[src/include/dma_settings.svh]
/* register map, control bits and word size of the DMA engine
   word width is fixed at 32 bits, lengths must be a multiple of 4 bytes */
`ifndef DMA_SETTINGS_SVH
`define DMA_SETTINGS_SVH

`define DMA_ADDR_STATUS   3'd0	// bit 0 done, bit 1 busy, write clears
`define DMA_ADDR_READ     3'd1	// source start address
`define DMA_ADDR_WRITE    3'd2	// destination start address
`define DMA_ADDR_LENGTH   3'd3	// transfer length in bytes
`define DMA_ADDR_CHECKSUM 3'd4	// per lane sums, read only
`define DMA_ADDR_CONTROL  3'd6	// control bits below

`define DMA_CTRL_CLEAR  0	// zero the lane sums
`define DMA_CTRL_GO     3	// start a transfer
`define DMA_CTRL_IRQ_EN 4	// route status done to irq
`define DMA_CTRL_RCON   8	// fixed read address
`define DMA_CTRL_WCON   9	// fixed write address

`define DMA_WORD_BYTES 4	// address step and length divisor

`endif

[src/hdl/dma_pkg.sv]
/* shared types of the DMA engine
   32-bit words only, byte k of a word goes to lane k */
`default_nettype none

package dma_pkg;

	// one data word, seen whole by the memories or as bytes by the lanes
	typedef union packed
	{
		logic [31:0] word;	// memory side view
		logic [3:0][7:0] lane;	// lane k owns byte k
	} dma_word_u;

	// one data beat between pipeline stages
	typedef struct packed
	{
		logic valid;	// data present this cycle
		dma_word_u data;
	} dma_beat_s;

	// transfer command, held as a level by the register slave
	typedef struct packed
	{
		logic [31:0] read_addr;	// first source byte address
		logic [31:0] write_addr;	// first destination byte address
		logic [31:0] length;	// bytes, multiple of 4
		logic fixed_read;	// hold the read address
		logic fixed_write;	// hold the write address
	} dma_cmd_s;

endpackage

`default_nettype wire

[src/hdl/dma_csr.sv]
/* register slave of the DMA engine, no wait-request, read data one cycle late
   go and clear pulse one cycle after a control write with byte enable 0 set
   status done is set on the rising edge of done from the write master */
`default_nettype none
`include "dma_settings.svh"

module dma_csr
(
	input wire clk,
	input wire reset,
	input wire [2:0] slave_address,
	input wire slave_read,
	output logic [31:0] slave_readdata,
	input wire slave_write,
	input wire [31:0] slave_writedata,
	input wire [3:0] slave_byteenable,
	input wire done,
	input wire [3:0][7:0] lane_sum,
	output dma_pkg::dma_cmd_s cmd,
	output logic go,
	output logic clear,
	output logic irq
);

	logic [31:0] status_reg;
	logic [31:0] read_addr_reg;
	logic [31:0] write_addr_reg;
	logic [31:0] length_reg;
	logic [31:0] control_reg;
	logic [31:0] readdata_mux;
	logic done_q;	// previous done, preset high
	logic done_rise;
	logic wr_status;
	logic wr_read;
	logic wr_write;
	logic wr_length;
	logic wr_control;

	// merge the enabled bytes of a write into a register
	function automatic logic [31:0] be_merge(input logic [31:0] old_val,
		input logic [31:0] new_val, input logic [3:0] be);
		logic [31:0] res;
		res = old_val;
		for (int i = 0; i < 4; i++)
		begin
			if (be[i])
				res[8*i +: 8] = new_val[8*i +: 8];
		end
		return res;
	endfunction

	assign wr_status = slave_write && (slave_address == `DMA_ADDR_STATUS);
	assign wr_read = slave_write && (slave_address == `DMA_ADDR_READ);
	assign wr_write = slave_write && (slave_address == `DMA_ADDR_WRITE);
	assign wr_length = slave_write && (slave_address == `DMA_ADDR_LENGTH);
	assign wr_control = slave_write && (slave_address == `DMA_ADDR_CONTROL);

	always_ff @(posedge clk or posedge reset)
	begin
		if (reset)
		begin
			read_addr_reg <= '0;
			write_addr_reg <= '0;
			length_reg <= '0;
			control_reg <= '0;
		end
		else
		begin
			if (wr_read)
				read_addr_reg <= be_merge(read_addr_reg, slave_writedata, slave_byteenable);
			if (wr_write)
				write_addr_reg <= be_merge(write_addr_reg, slave_writedata, slave_byteenable);
			if (wr_length)
				length_reg <= be_merge(length_reg, slave_writedata, slave_byteenable);
			if (wr_control)
				control_reg <= be_merge(control_reg, slave_writedata, slave_byteenable);
		end
	end

	// strobes come from the write itself, so they line up with the new control value
	always_ff @(posedge clk or posedge reset)
	begin
		if (reset)
		begin
			go <= 1'b0;
			clear <= 1'b0;
		end
		else
		begin
			go <= wr_control && slave_byteenable[0] && slave_writedata[`DMA_CTRL_GO];
			clear <= wr_control && slave_byteenable[0] && slave_writedata[`DMA_CTRL_CLEAR];
		end
	end

	always_ff @(posedge clk or posedge reset)
	begin
		if (reset)
			done_q <= 1'b1;	// done is high out of reset, no false edge
		else
			done_q <= done;
	end
	assign done_rise = done && !done_q;	// last write has left

	always_ff @(posedge clk or posedge reset)
	begin
		if (reset)
			status_reg <= '0;
		else if (done_rise)
			status_reg <= 32'h1;	// done, not busy
		else if (go)
			status_reg <= 32'h2;	// busy
		else if (wr_status)
			status_reg <= '0;	// clear on write, drops irq too
	end

	always_comb
	begin
		case (slave_address)
			`DMA_ADDR_STATUS: readdata_mux = status_reg;
			`DMA_ADDR_READ: readdata_mux = read_addr_reg;
			`DMA_ADDR_WRITE: readdata_mux = write_addr_reg;
			`DMA_ADDR_LENGTH: readdata_mux = length_reg;
			`DMA_ADDR_CHECKSUM: readdata_mux = lane_sum;	// byte k is lane k
			`DMA_ADDR_CONTROL: readdata_mux = control_reg;
			default: readdata_mux = '0;	// unmapped
		endcase
	end

	always_ff @(posedge clk or posedge reset)
	begin
		if (reset)
			slave_readdata <= '0;
		else if (slave_read)
			slave_readdata <= readdata_mux;	// one cycle read latency
	end

	assign irq = status_reg[0] && control_reg[`DMA_CTRL_IRQ_EN];

	assign cmd.read_addr = read_addr_reg;
	assign cmd.write_addr = write_addr_reg;
	assign cmd.length = length_reg;	// shared by both masters
	assign cmd.fixed_read = control_reg[`DMA_CTRL_RCON];
	assign cmd.fixed_write = control_reg[`DMA_CTRL_WCON];

endmodule

`default_nettype wire

[src/hdl/dma_read_master.sv]
/* read master, one read per cycle, source memory has a fixed one cycle latency
   and no back-pressure; a go during a transfer restarts it */
`default_nettype none
`include "dma_settings.svh"

module dma_read_master
(
	input wire clk,
	input wire reset,
	input dma_pkg::dma_cmd_s cmd,
	input wire go,
	output logic [31:0] src_address,
	output logic src_read,
	input wire [31:0] src_readdata,
	output dma_pkg::dma_beat_s rd_beat
);

	logic [31:0] words_left;	// reads still to issue
	logic rd_valid;	// src_read delayed by the memory latency

	always_ff @(posedge clk or posedge reset)
	begin
		if (reset)
		begin
			src_address <= '0;
			words_left <= '0;
		end
		else if (go)
		begin
			src_address <= cmd.read_addr;
			words_left <= cmd.length / `DMA_WORD_BYTES;
		end
		else if (src_read)
		begin
			words_left <= words_left - 32'd1;
			if (!cmd.fixed_read)
				src_address <= src_address + `DMA_WORD_BYTES;
		end
	end

	assign src_read = (words_left != '0);	// first read the cycle after go

	always_ff @(posedge clk or posedge reset)
	begin
		if (reset)
			rd_valid <= 1'b0;
		else
			rd_valid <= src_read;
	end

	assign rd_beat = {rd_valid, src_readdata};	// data straight from memory

endmodule

`default_nettype wire

[src/hdl/dma_top.sv]
/* DMA engine top, register slave, read master, four byte lanes, write master
   both memory ports take one access per cycle and never stall */
`default_nettype none

module dma_top
(
	input wire clk,
	input wire reset,
	input wire [2:0] slave_address,
	input wire slave_read,
	output wire [31:0] slave_readdata,
	input wire slave_write,
	input wire [31:0] slave_writedata,
	input wire [3:0] slave_byteenable,
	output wire irq,
	output wire [31:0] src_address,
	output wire src_read,
	input wire [31:0] src_readdata,
	output wire [31:0] dst_address,
	output wire dst_write,
	output wire [31:0] dst_writedata
);

	import dma_pkg::*;

	wire dma_cmd_s cmd;	// level from the slave
	wire go;	// one cycle start pulse
	wire clear;	// one cycle sum clear pulse
	wire done;
	wire dma_beat_s rd_beat;	// read master to lanes
	wire dma_beat_s wr_beat;	// lanes to write master
	wire [3:0] lane_valid;	// all lanes move together
	wire [3:0][7:0] lane_sum;

	dma_csr u_csr
	(
		.clk(clk),
		.reset(reset),
		.slave_address(slave_address),
		.slave_read(slave_read),
		.slave_readdata(slave_readdata),
		.slave_write(slave_write),
		.slave_writedata(slave_writedata),
		.slave_byteenable(slave_byteenable),
		.done(done),
		.lane_sum(lane_sum),
		.cmd(cmd),
		.go(go),
		.clear(clear),
		.irq(irq)
	);

	dma_read_master u_rd
	(
		.clk(clk),
		.reset(reset),
		.cmd(cmd),
		.go(go),
		.src_address(src_address),
		.src_read(src_read),
		.src_readdata(src_readdata),
		.rd_beat(rd_beat)
	);

	for (genvar k = 0; k < 4; k++)
	begin : g_lane
		lane_checksum u_lane
		(
			.clk(clk),
			.reset(reset),
			.clear(clear),
			.in_valid(rd_beat.valid),
			.in_byte(rd_beat.data.lane[k]),
			.out_valid(lane_valid[k]),
			.out_byte(wr_beat.data.lane[k]),
			.sum(lane_sum[k])
		);
	end

	assign wr_beat.valid = lane_valid[0];	// lane 0 speaks for the word

	dma_write_master u_wr
	(
		.clk(clk),
		.reset(reset),
		.cmd(cmd),
		.go(go),
		.wr_beat(wr_beat),
		.dst_address(dst_address),
		.dst_write(dst_write),
		.dst_writedata(dst_writedata),
		.done(done)
	);

endmodule

`default_nettype wire

[src/hdl/dma_write_master.sv]
/* write master, every valid beat becomes one destination write in the same cycle
   destination accepts every write; done is high when no transfer is running */
`default_nettype none
`include "dma_settings.svh"

module dma_write_master
(
	input wire clk,
	input wire reset,
	input dma_pkg::dma_cmd_s cmd,
	input wire go,
	input dma_pkg::dma_beat_s wr_beat,
	output logic [31:0] dst_address,
	output logic dst_write,
	output logic [31:0] dst_writedata,
	output logic done
);

	logic [31:0] words_left;	// writes still expected

	assign dst_write = wr_beat.valid;
	assign dst_writedata = wr_beat.data.word;

	always_ff @(posedge clk or posedge reset)
	begin
		if (reset)
		begin
			dst_address <= '0;
			words_left <= '0;
		end
		else if (go)
		begin
			dst_address <= cmd.write_addr;
			words_left <= cmd.length / `DMA_WORD_BYTES;
		end
		else if (dst_write)
		begin
			words_left <= words_left - 32'd1;
			if (!cmd.fixed_write)
				dst_address <= dst_address + `DMA_WORD_BYTES;
		end
	end

	always_ff @(posedge clk or posedge reset)
	begin
		if (reset)
			done <= 1'b1;	// idle out of reset
		else if (go)
			done <= 1'b0;
		else if (dst_write && (words_left == 32'd1))
			done <= 1'b1;	// high the cycle after the last write
		else if (words_left == '0)
			done <= 1'b1;	// zero length, up one cycle after go
	end

endmodule

`default_nettype wire

[src/hdl/lane_checksum.sv]
/* one byte lane, one cycle of latency, running modulo-256 sum of valid bytes
   clear wins over a valid byte in the same cycle */
`default_nettype none

module lane_checksum
(
	input wire clk,
	input wire reset,
	input wire clear,
	input wire in_valid,
	input wire [7:0] in_byte,
	output logic out_valid,
	output logic [7:0] out_byte,
	output logic [7:0] sum
);

	always_ff @(posedge clk or posedge reset)
	begin
		if (reset)
			out_valid <= 1'b0;
		else
			out_valid <= in_valid;
	end

	always_ff @(posedge clk)
	begin
		out_byte <= in_byte;	// payload, qualified by out_valid
	end

	always_ff @(posedge clk or posedge reset)
	begin
		if (reset)
			sum <= '0;
		else if (clear)
			sum <= '0;
		else if (in_valid)
			sum <= sum + in_byte;	// wraps at 256
	end

endmodule

`default_nettype wire

[config.mk]
export PLATFORM = sky130hd
export DESIGN_NAME = dma_top
export DESIGN_NICKNAME = d
export VERILOG_FILES = /design/src/hdl/dma_pkg.sv /design/src/hdl/dma_csr.sv /design/src/hdl/dma_read_master.sv /design/src/hdl/dma_top.sv /design/src/hdl/dma_write_master.sv /design/src/hdl/lane_checksum.sv
export VERILOG_INCLUDE_DIRS = /design/src /design/src/include
export SDC_FILE = /design/constraint.sdc
export NUM_CORES = 1
export LEC_CHECK = 0
export BUFFER_PORTS_ARGS = -buffer_cell sky130_fd_sc_hd__buf_2
export CORE_ASPECT_RATIO = 1.75
export CORE_MARGIN = 2
export CORE_UTILIZATION = 43
export DETAILED_ROUTE_END_ITERATION = 10
export HOLD_SLACK_MARGIN = 0.08
export PLACE_DENSITY = 0.67
export SLEW_MARGIN = 20
export SYNTH_ARGS = -nofsm -noshare
export SYNTH_HDL_FRONTEND = slang
export SYNTH_SLANG_ARGS = --single-unit
[constraint.sdc]
create_clock -name clk -period 23.8 [get_ports clk]
set_input_delay 2.38 -clock clk [delete_from_list [all_inputs] [get_ports clk]]
set_output_delay 2.38 -clock clk [all_outputs]
set_load 0.01 [all_outputs]
==> metrics.txt, run 1 <==
status=finished clean; Initial Utilization=43.7%; Simple-Gate Fraction of Synth Area=15.2%; slowest cell delay on critical path=590 ps; Yosys top cell area share=45.6%; leading cell type in the layout, fill and taps excluded=dfrtp_1; Tot Pwr=2.15 mW; global-route wire length before repair=78,900 um; clock-pin slew on the worst setup and hold paths=70 ps; Max Fclk=182 MHz; Vias=13,743; pre-CTS WS=18,530 ps; Final Core Density=50.5%; Post-Synth Adder-Cell Area=2.75%; number of synthesized register bits=360; DR vias/cell=5.75; area occupied by multi-input gates=8530 um^2; nets=1,914; Detail Route Antenna Nets=0; worst slew pin tran=968 ps; mux cell area share after synthesis=13.7%; Root Buffer=clkbuf_16; core box area=41,000 um^2; crit-path cells=inv_1, ha_1, or3b_2, nor4_2, and4_1, inv_1, buf_2; endpoints failing setup=0; initial DRC count=770; Final TNS setup=0 ps; Power per Cell Area=104 nW/um^2; Final GP Congestion=0.871; Leakage Power=9.09 nW; fillcell total=3,740; # resized after CTS=0; EDFF count, synth=0; number of cell rows=98; Mapped Nets=1,745; TritonCTS clock tree=done; Worst slew margin=35.3%; Worst EP arrival=3110 ps; most frequent cells in the layout=dfrtp_1, buf_2, mux2_2; drt pass-1 iters=5; cts bufs inserted=36; Finished Cell Area=20,700 um^2; Congestion Overflow GR=0; dpl hpwl=36,900 um; layout overhead on the synthesized area=15.4%; post-detailed-routing wire length=50,100 um; Die Height=274 um; share of cells above drive strength 1=26.1%; sequential share of the synthesized area=49.4%; Crit path max-delay family=simple AND/OR/NAND/NOR gates; gr usage total=23.3%; final period utilization=23.1%; Buf/Inv on CP=3; Sink Count=360; Post-Syn Instances=1,633; initial antenna violation count=10; Mapped Avg Cell Area=11.0 um^2; Worst Setup End Kind=primary output; RSZ-0062 raised after global routing=false; register area=8860 um^2; top_reg_cell synth=dfrtp_1; largest family of logic cells by synthesized area=simple AND/OR/NAND/NOR gates; CTS Hold Buffers Added=0; Synth Area in Compound Gates=12.0%; cell repeated most along the worst path=inv_1; dpl cell area=19,400 um^2; clk_skew=14.4 ps; slowest CP cell=and4_1; element type at the critical path start=flop; IR drop worst, VDD=0.0000817 V; Remaining DRCs=0; Yosys warnings=0; worst path required time=21,420 ps; vias in the first global route=14,126; clk buf depth=3; Tmin final=5490 ps; IO Count=206; die area=43,300 um^2; ys async rst share=91.1%; Synth area leaders=dfrtp_1, mux2_2, dfxtp_1; CTS H-tree depth=2; chip width=158 um; largest net degree at the start of global routing=152; WL/cell=21.0 um; fin. max-slew vios=0; final hold violations=0; postcts setup bufs=0; crit path max fanout=12; Synth Cell Area=17,900 um^2; PortBufs=205; Synth cell types=82; area leader, netlist=dfrtp_1; Max Cap Violations=0; min-delay worst type=flop to flop; final worst slack=18,310 ps; clock latency on the worst-skew pair=540 ps; critical path class=flop to primary output; Post-Synth XOR/XNOR Area=4.06%
-- worst paths after layout --
kind                       depth (start not counted)  slack, ps                       to          startpoint
min reg2reg                                        0        390             u_csr.done_q           u_wr.done
min                                                0        390             u_csr.done_q           u_wr.done
max reg2reg                                        7      20420      u_rd.words_left[17]  u_rd.words_left[0]
max                                                7      18310                 src_read  u_rd.words_left[0]
max in group asynchronous                          3      20490  u_csr.read_addr_reg[16]               reset
min in group asynchronous                          2       1950      u_rd.src_address[7]               reset
-- metrics by stage --
step | hold slack, ps | instances
2_1_floorplan | 367 | 1633
3_3_place_gp | 379 | 2314
3_5_place_dp | 381 | 2314
4_1_cts | 394 | 2380
5_1_grt | 402 | 2390
6_report | 391 | 2390
-- synthesized netlist by cell type, types with 7 or more instances --
| cell | n |
|---|---|
| dfrtp_1 | 326 |
| mux2_2 | 166 |
| nor2_1 | 121 |
| nand2_1 | 106 |
| clkbuf_1 | 60 |
| o21ai_0 | 57 |
| mux2i_1 | 54 |
| nand3_1 | 51 |
| xnor2_1 | 44 |
| xor2_1 | 39 |
| a21oi_1 | 34 |
| nor3_1 | 34 |
| a22oi_1 | 33 |
| ha_1 | 33 |
| o21a_1 | 33 |
| dfxtp_1 | 32 |
| inv_1 | 32 |
| o221ai_1 | 31 |
| nand4_1 | 30 |
| a31oi_1 | 28 |
| or4_1 | 25 |
| o31ai_1 | 17 |
| nor2b_1 | 15 |
| and3_1 | 14 |
| buf_1 | 14 |
| or3_1 | 13 |
| nor3b_1 | 11 |
| nor4_1 | 11 |
| nand3b_1 | 10 |
| and4_1 | 9 |
| o2111ai_1 | 8 |
| a211oi_1 | 7 |
| a21o_1 | 7 |
| a221o_1 | 7 |
| and3b_1 | 7 |
| nand2b_1 | 7 |
-- per-layer routing --
metal	share of wire, %	up-vias	GRT usage, %	wire length, um
li1	-	6376	-	-
met1	38	6879	27.4	19200
met2	51	372	39.4	25400
met3	5.1	116	3.97	2550
met4	5.9	0	14.5	2970
met5	0	-	0	0
-- layout make-up --
type                            count  area share [%]
Sequential cell                   360            42.8
Multi-Input combinational cell   1151            41.3
Timing Repair Buffer              221            5.64
Clock buffer                       48            4.87
Tap cell                          550            3.33
Clock inverter                     18            1.29
Inverter                           32           0.617
Antenna cell                       10           0.121
-- power by group --
group          internal, mW  total [mW]  switching [mW]
sequential            0.771       0.929           0.158
combinational         0.290       0.604           0.314
clock                 0.366       0.617           0.250
total                  1.43        2.15           0.723
-- cells by family (layout without fill, tap and decap cells) --
| logic type | after synthesis | after routing |
|---|---|---|
| compound gates | 306 | 306 |
| xor+xnor | 83 | 83 |
| fa+ha+maj | 37 | 37 |
| buf+inv | 122 | 319 |
| flops | 360 | 360 |
| mux | 222 | 222 |
| other cells | 0 | 10 |
| simple gates | 503 | 503 |
Note: power is estimated with default switching activity, not from simulation.
==> inputs of run 2 (changes only) <==
==> constraint.sdc (replaced) <==
create_clock -name clk -period 5.07 [get_ports clk]
set_input_delay 0.507 -clock clk [delete_from_list [all_inputs] [get_ports clk]]
set_output_delay 0.507 -clock clk [all_outputs]
set_load 0.01 [all_outputs]
==> metrics.txt, run 2 (synthesis gave the netlist of run 1 again) <==
number of cell rows=98; Initial Utilization=43.7%; Max Cap Violations=0; cell repeated most along the worst path=inv_1; IO Count=206; dpl hpwl=36,500 um; min-delay worst type=primary input to flop; clk_skew=20.7 ps; Final GP Congestion=0.923; post-detailed-routing wire length=49,800 um; die area=43,300 um^2; final hold violations=0; clock latency on the worst-skew pair=530 ps; gr usage total=23.1%; most frequent cells in the layout=dfrtp_1, buf_2, mux2_2; slowest CP cell=and4_1; Die Height=274 um; vias in the first global route=14,258; Crit path max-delay family=simple AND/OR/NAND/NOR gates; drt pass-1 iters=7; layout overhead on the synthesized area=15.0%; IR drop worst, VDD=0.000274 V; chip width=158 um; dpl cell area=19,400 um^2; Congestion Overflow GR=0; worst path required time=4560 ps; endpoints failing setup=0; Tmin final=3670 ps; PortBufs=205; crit-path cells=inv_1, ha_1, or3b_2, nor4_2, and4_1, inv_1, buf_2; clock-pin slew on the worst setup and hold paths=70 ps; Finished Cell Area=20,600 um^2; CTS H-tree depth=2; Vias=13,795; element type at the critical path start=flop; status=finished clean; slowest cell delay on critical path=610 ps; Worst slew margin=31.0%; Worst Setup End Kind=primary output; clk buf depth=3; nets=1,919; initial DRC count=909; Power per Cell Area=477 nW/um^2; Buf/Inv on CP=3; GRT busiest layer=met2; critical path class=flop to primary output; core box area=41,000 um^2; WL/cell=20.9 um; Leakage Power=9.04 nW; Worst EP arrival=3160 ps; fin. max-slew vios=0; Root Buffer=clkbuf_16; RSZ-0062 raised after global routing=false; crit path max fanout=12; worst slew pin tran=1030 ps; Detail Route Antenna Nets=0; DR vias/cell=5.78; cts bufs inserted=35; global-route wire length before repair=78,500 um; Sink Count=360; Final TNS setup=0 ps; Max Fclk=273 MHz; initial antenna violation count=7; largest net degree at the start of global routing=167; TritonCTS clock tree=done; met2 Usage GRT=39.8%; postcts setup bufs=0; grt met1 use=27.7%; grt met3 use=3.13%; share of cells above drive strength 1=25.8%; leading cell type in the layout, fill and taps excluded=dfrtp_1; final period utilization=72.4%; Remaining DRCs=0
## run 2: path summary, 6_finish.rpt
path | from | endpoint | slack, ps | cells past startpoint
max in group asynchronous | reset | u_csr.slave_readdata[28] | 3570 | 3
max | u_rd.words_left[0] | src_read | 1400 | 7
max reg2reg | u_rd.words_left[0] | u_rd.words_left[7] | 1640 | 8
min in group asynchronous | reset | u_wr.dst_address[1] | 120 | 2
min reg2reg | u_wr.done | u_csr.done_q | 390 | 0
min | src_readdata[28] | g_lane[3].u_lane.out_byte[4] | 100 | 1
## run 2: power by group
part | internal [mW] | leakage [nW] | switching [mW]
sequential | 3.62 | 4.30 | 0.743
clock | 1.51 | 0.541 | 1.13
combinational | 1.36 | 4.19 | 1.47
total | 6.49 | 9.04 | 3.34
## run 2: worst register-to-register path: stages, from the launching register on
cell	delay [ps]
dfrtp_1	390
inv_1	100
ha_1	190
or3b_2	570
nor4_4	660
and3_1	740
buf_4	380
or3_1	170
a31oi_1	80
## run 2: final cells by class
| type | count | area, um^2 |
|---|---|---|
| repair buffers | 227 | 1230 |
| well taps | 550 | 688 |
| clock inverters | 10 | 113 |
| diodes | 8 | 20.0 |
| flip-flops and latches | 360 | 8860 |
| clock buffers | 49 | 1020 |
| inverters | 32 | 124 |
| multi-input cells | 1151 | 8530 |
| fillers | 3732 | 20400 |
## run 2: per-layer routing
metal	share of wire, %	wire length (um)
met5	0	0
met2	50	25100
met4	5.5	2760
met3	5.1	2550
met1	39	19400
## run 2: metrics by stage
stage | setup slack (ps) | power, mW | hold WS (ps) | cells | utilization, %
2_1_floorplan | 186 | 6.27 | 367 | 1633 | -
3_3_place_gp | 1740 | 7.04 | 382 | 2315 | 47.3
3_5_place_dp | 1680 | 7.20 | 384 | 2315 | 47.3
4_1_cts | 1360 | 9.87 | 81.8 | 2379 | 50.2
5_1_grt | 1240 | 10.4 | 88.7 | 2386 | 50.2
6_report | 1400 | 9.83 | 102 | 2387 | 50.3
## run 2: repair_timing
item                                   4_1_cts  5_1_grt
resized for setup                            0        0
endpoints found under the hold margin        5        0
hold buffers                                 5        0
==> inputs of run 3 (changes only) <==
--- a/config.mk
+++ b/config.mk
@@ -6,13 +6,14 @@
 export SDC_FILE = /design/constraint.sdc
 export NUM_CORES = 1
 export LEC_CHECK = 0
+export ABC_AREA = 1
 export BUFFER_PORTS_ARGS = -buffer_cell sky130_fd_sc_hd__buf_2
 export CORE_ASPECT_RATIO = 1.75
 export CORE_MARGIN = 2
 export CORE_UTILIZATION = 43
 export DETAILED_ROUTE_END_ITERATION = 10
 export HOLD_SLACK_MARGIN = 0.08
-export PLACE_DENSITY = 0.67
+export PLACE_DENSITY = 0.69
 export SLEW_MARGIN = 20
 export SYNTH_ARGS = -nofsm -noshare
 export SYNTH_HDL_FRONTEND = slang
==> constraint.sdc (replaced) <==
create_clock -name clk -period 3 [get_ports clk]
set_input_delay 0.3 -clock clk [delete_from_list [all_inputs] [get_ports clk]]
set_output_delay 0.3 -clock clk [all_outputs]
set_load 0.01 [all_outputs]
==> metrics.txt, run 3 <==
top_reg_cell synth=dfrtp_1; final hold violations=0; WL/cell=19.4 um; pre-CTS WS=756 ps; Detail Route Antenna Nets=0; Finished Cell Area=22,100 um^2; grt met1 use=30.7%; Leakage Power=11.0 nW; chip width=162 um; most frequent cells in the layout=nand2_1, dfrtp_1, o21ai_0; Worst slew margin=38.9%; EDFF count, synth=0; initial DRC count=1,279; ys async rst share=91.1%; Final Core Density=50.9%; sequential share of the synthesized area=47.0%; DR vias/cell=5.29; postcts setup bufs=0; Tmin final=2830 ps; final period utilization=94.4%; die area=45,600 um^2; Fin Hold WS=94.9 ps; min-delay worst type=primary input to flop; Simple-Gate Fraction of Synth Area=27.5%; clock latency on the worst-skew pair=560 ps; worst slew pin tran=917 ps; core box area=43,300 um^2; clk buf depth=3; Synth Cell Area=18,800 um^2; post-detailed-routing wire length=64,800 um; Post-Synth XOR/XNOR Area=3.30%; Synth area leaders=dfrtp_1, nand2_1, o21ai_0; Die Height=281 um; mux cell area share after synthesis=0%; area occupied by multi-input gates=8570 um^2; Yosys warnings=0; final worst slack=169 ps; Post-Syn Instances=2,520; # resized after CTS=0; Mapped Avg Cell Area=7.48 um^2; worst path required time=2700 ps; dpl hpwl=49,300 um; global-route wire length before repair=99,700 um; clk_skew=17.1 ps; met2 Usage GRT=51.8%; Post-Synth Adder-Cell Area=2.62%; CTS Hold Buffers Added=39; number of cell rows=101; Remaining DRCs=0; Final TNS setup=0 ps; Root Buffer=clkbuf_16; Worst Setup End Kind=primary output; fillcell total=4,211; Power per Cell Area=805 nW/um^2; IR drop worst, VDD=0.000569 V; dpl cell area=20,400 um^2; largest net degree at the start of global routing=129; Sink Count=360; drt pass-1 iters=5; Max Cap Violations=0; clock-pin slew on the worst setup and hold paths=60 ps; Worst EP arrival=2530 ps; Synth Area in Compound Gates=12.0%; RSZ-0062 raised after global routing=false; number of synthesized register bits=360; fin. max-slew vios=0; Congestion Overflow GR=0; Synth top cells by count=nand2_1, dfrtp_1, inv_1, o21ai_0, nor2_1; nets=2,861; layout overhead on the synthesized area=17.1%; status=finished clean; TritonCTS clock tree=done; Yosys top cell area share=43.3%; PortBufs=205; vias in the first global route=17,940; element type at the critical path start=flop; Max Fclk=353 MHz; grt met3 use=3.67%; share of cells above drive strength 1=11.3%; leading cell type in the layout, fill and taps excluded=nand2_1; critical path class=flop to primary output; Initial Utilization=43.5%; initial antenna violation count=1; DP Cell Count=3,237; CTS H-tree depth=2; Vias=17,709; largest family of logic cells by synthesized area=simple AND/OR/NAND/NOR gates; Tot Pwr=17.8 mW; non-filler cells, final=3,345; IO Count=206; GRT busiest layer=met2; register area=8850 um^2; crit path max fanout=4; most frequent cell after synthesis=nand2_1; Final GP Congestion=0.972; Mapped Nets=2,632; cts bufs inserted=37; endpoints failing setup=0; area leader, netlist=dfrtp_1; Synth cell types=44; gr usage total=28.5%
## run 3: cell count changes after synthesis, moves of 89 or more
cell | before | now
inv_1 | 32 | 282
mux2_2 | 166 | 0
o21ai_0 | 57 | 282
nand2_1 | 106 | 848
nand3_1 | 51 | 140
nor2_1 | 121 | 231
## run 3: worst paths after layout
kind | to | startpoint | cells after the start | slack [ps]
setup / recovery | src_read | u_rd.words_left[0] | 10 | 170
hold / removal | u_csr.length_reg[18] | slave_writedata[18] | 3 | 90
setup reg to reg | u_rd.src_address[12] | u_rd.words_left[0] | 11 | 790
hold reg to reg | u_csr.done_q | u_wr.done | 0 | 380
max in group asynchronous | u_csr.go | reset | 4 | 1780
min in group asynchronous | u_rd.src_address[8] | reset | 4 | 500
## run 3: critical path: stages (launching register included)
cell and delay [ps]:
dfrtp_1 380, inv_1 110, ha_1 240, inv_1 80, nor2_1 230, inv_1 90
nor2_1 300, nand3_1 160, nor2_1 110, nand2_1 100, buf_2 160
## run 3: cells by family after synthesis
| group | count (synthesis) |
|---|---|
| AO/OA/AOI/OAI | 406 |
| adder cells (fa/ha/maj) | 37 |
| AND/OR/NAND/NOR | 1287 |
| buffers and inverters | 359 |
| flip-flops | 360 |
| XOR/XNOR | 71 |
## run 3: area by class of cell
cell class	instances	share of cell area [%]
clock buffer	50	4.79
timing repair buffer	262	7.26
inverter	287	4.90
clock inverter	18	0.823
multi-input combinational	1801	38.9
antenna	1	0.0113
tap	566	3.21
sequential	360	40.1
## run 3: power by group
group	internal (mW)	switching (mW)	total, mW
clock	2.68	2.09	4.78
combinational	2.06	3.34	5.40
sequential	6.15	1.44	7.59
## run 3: routing by layer
layer	vias up	routed length, um
met2	605	33300
met1	8384	23700
met4	2	4690
li1	8502	-
met3	216	3040
met5	-	13
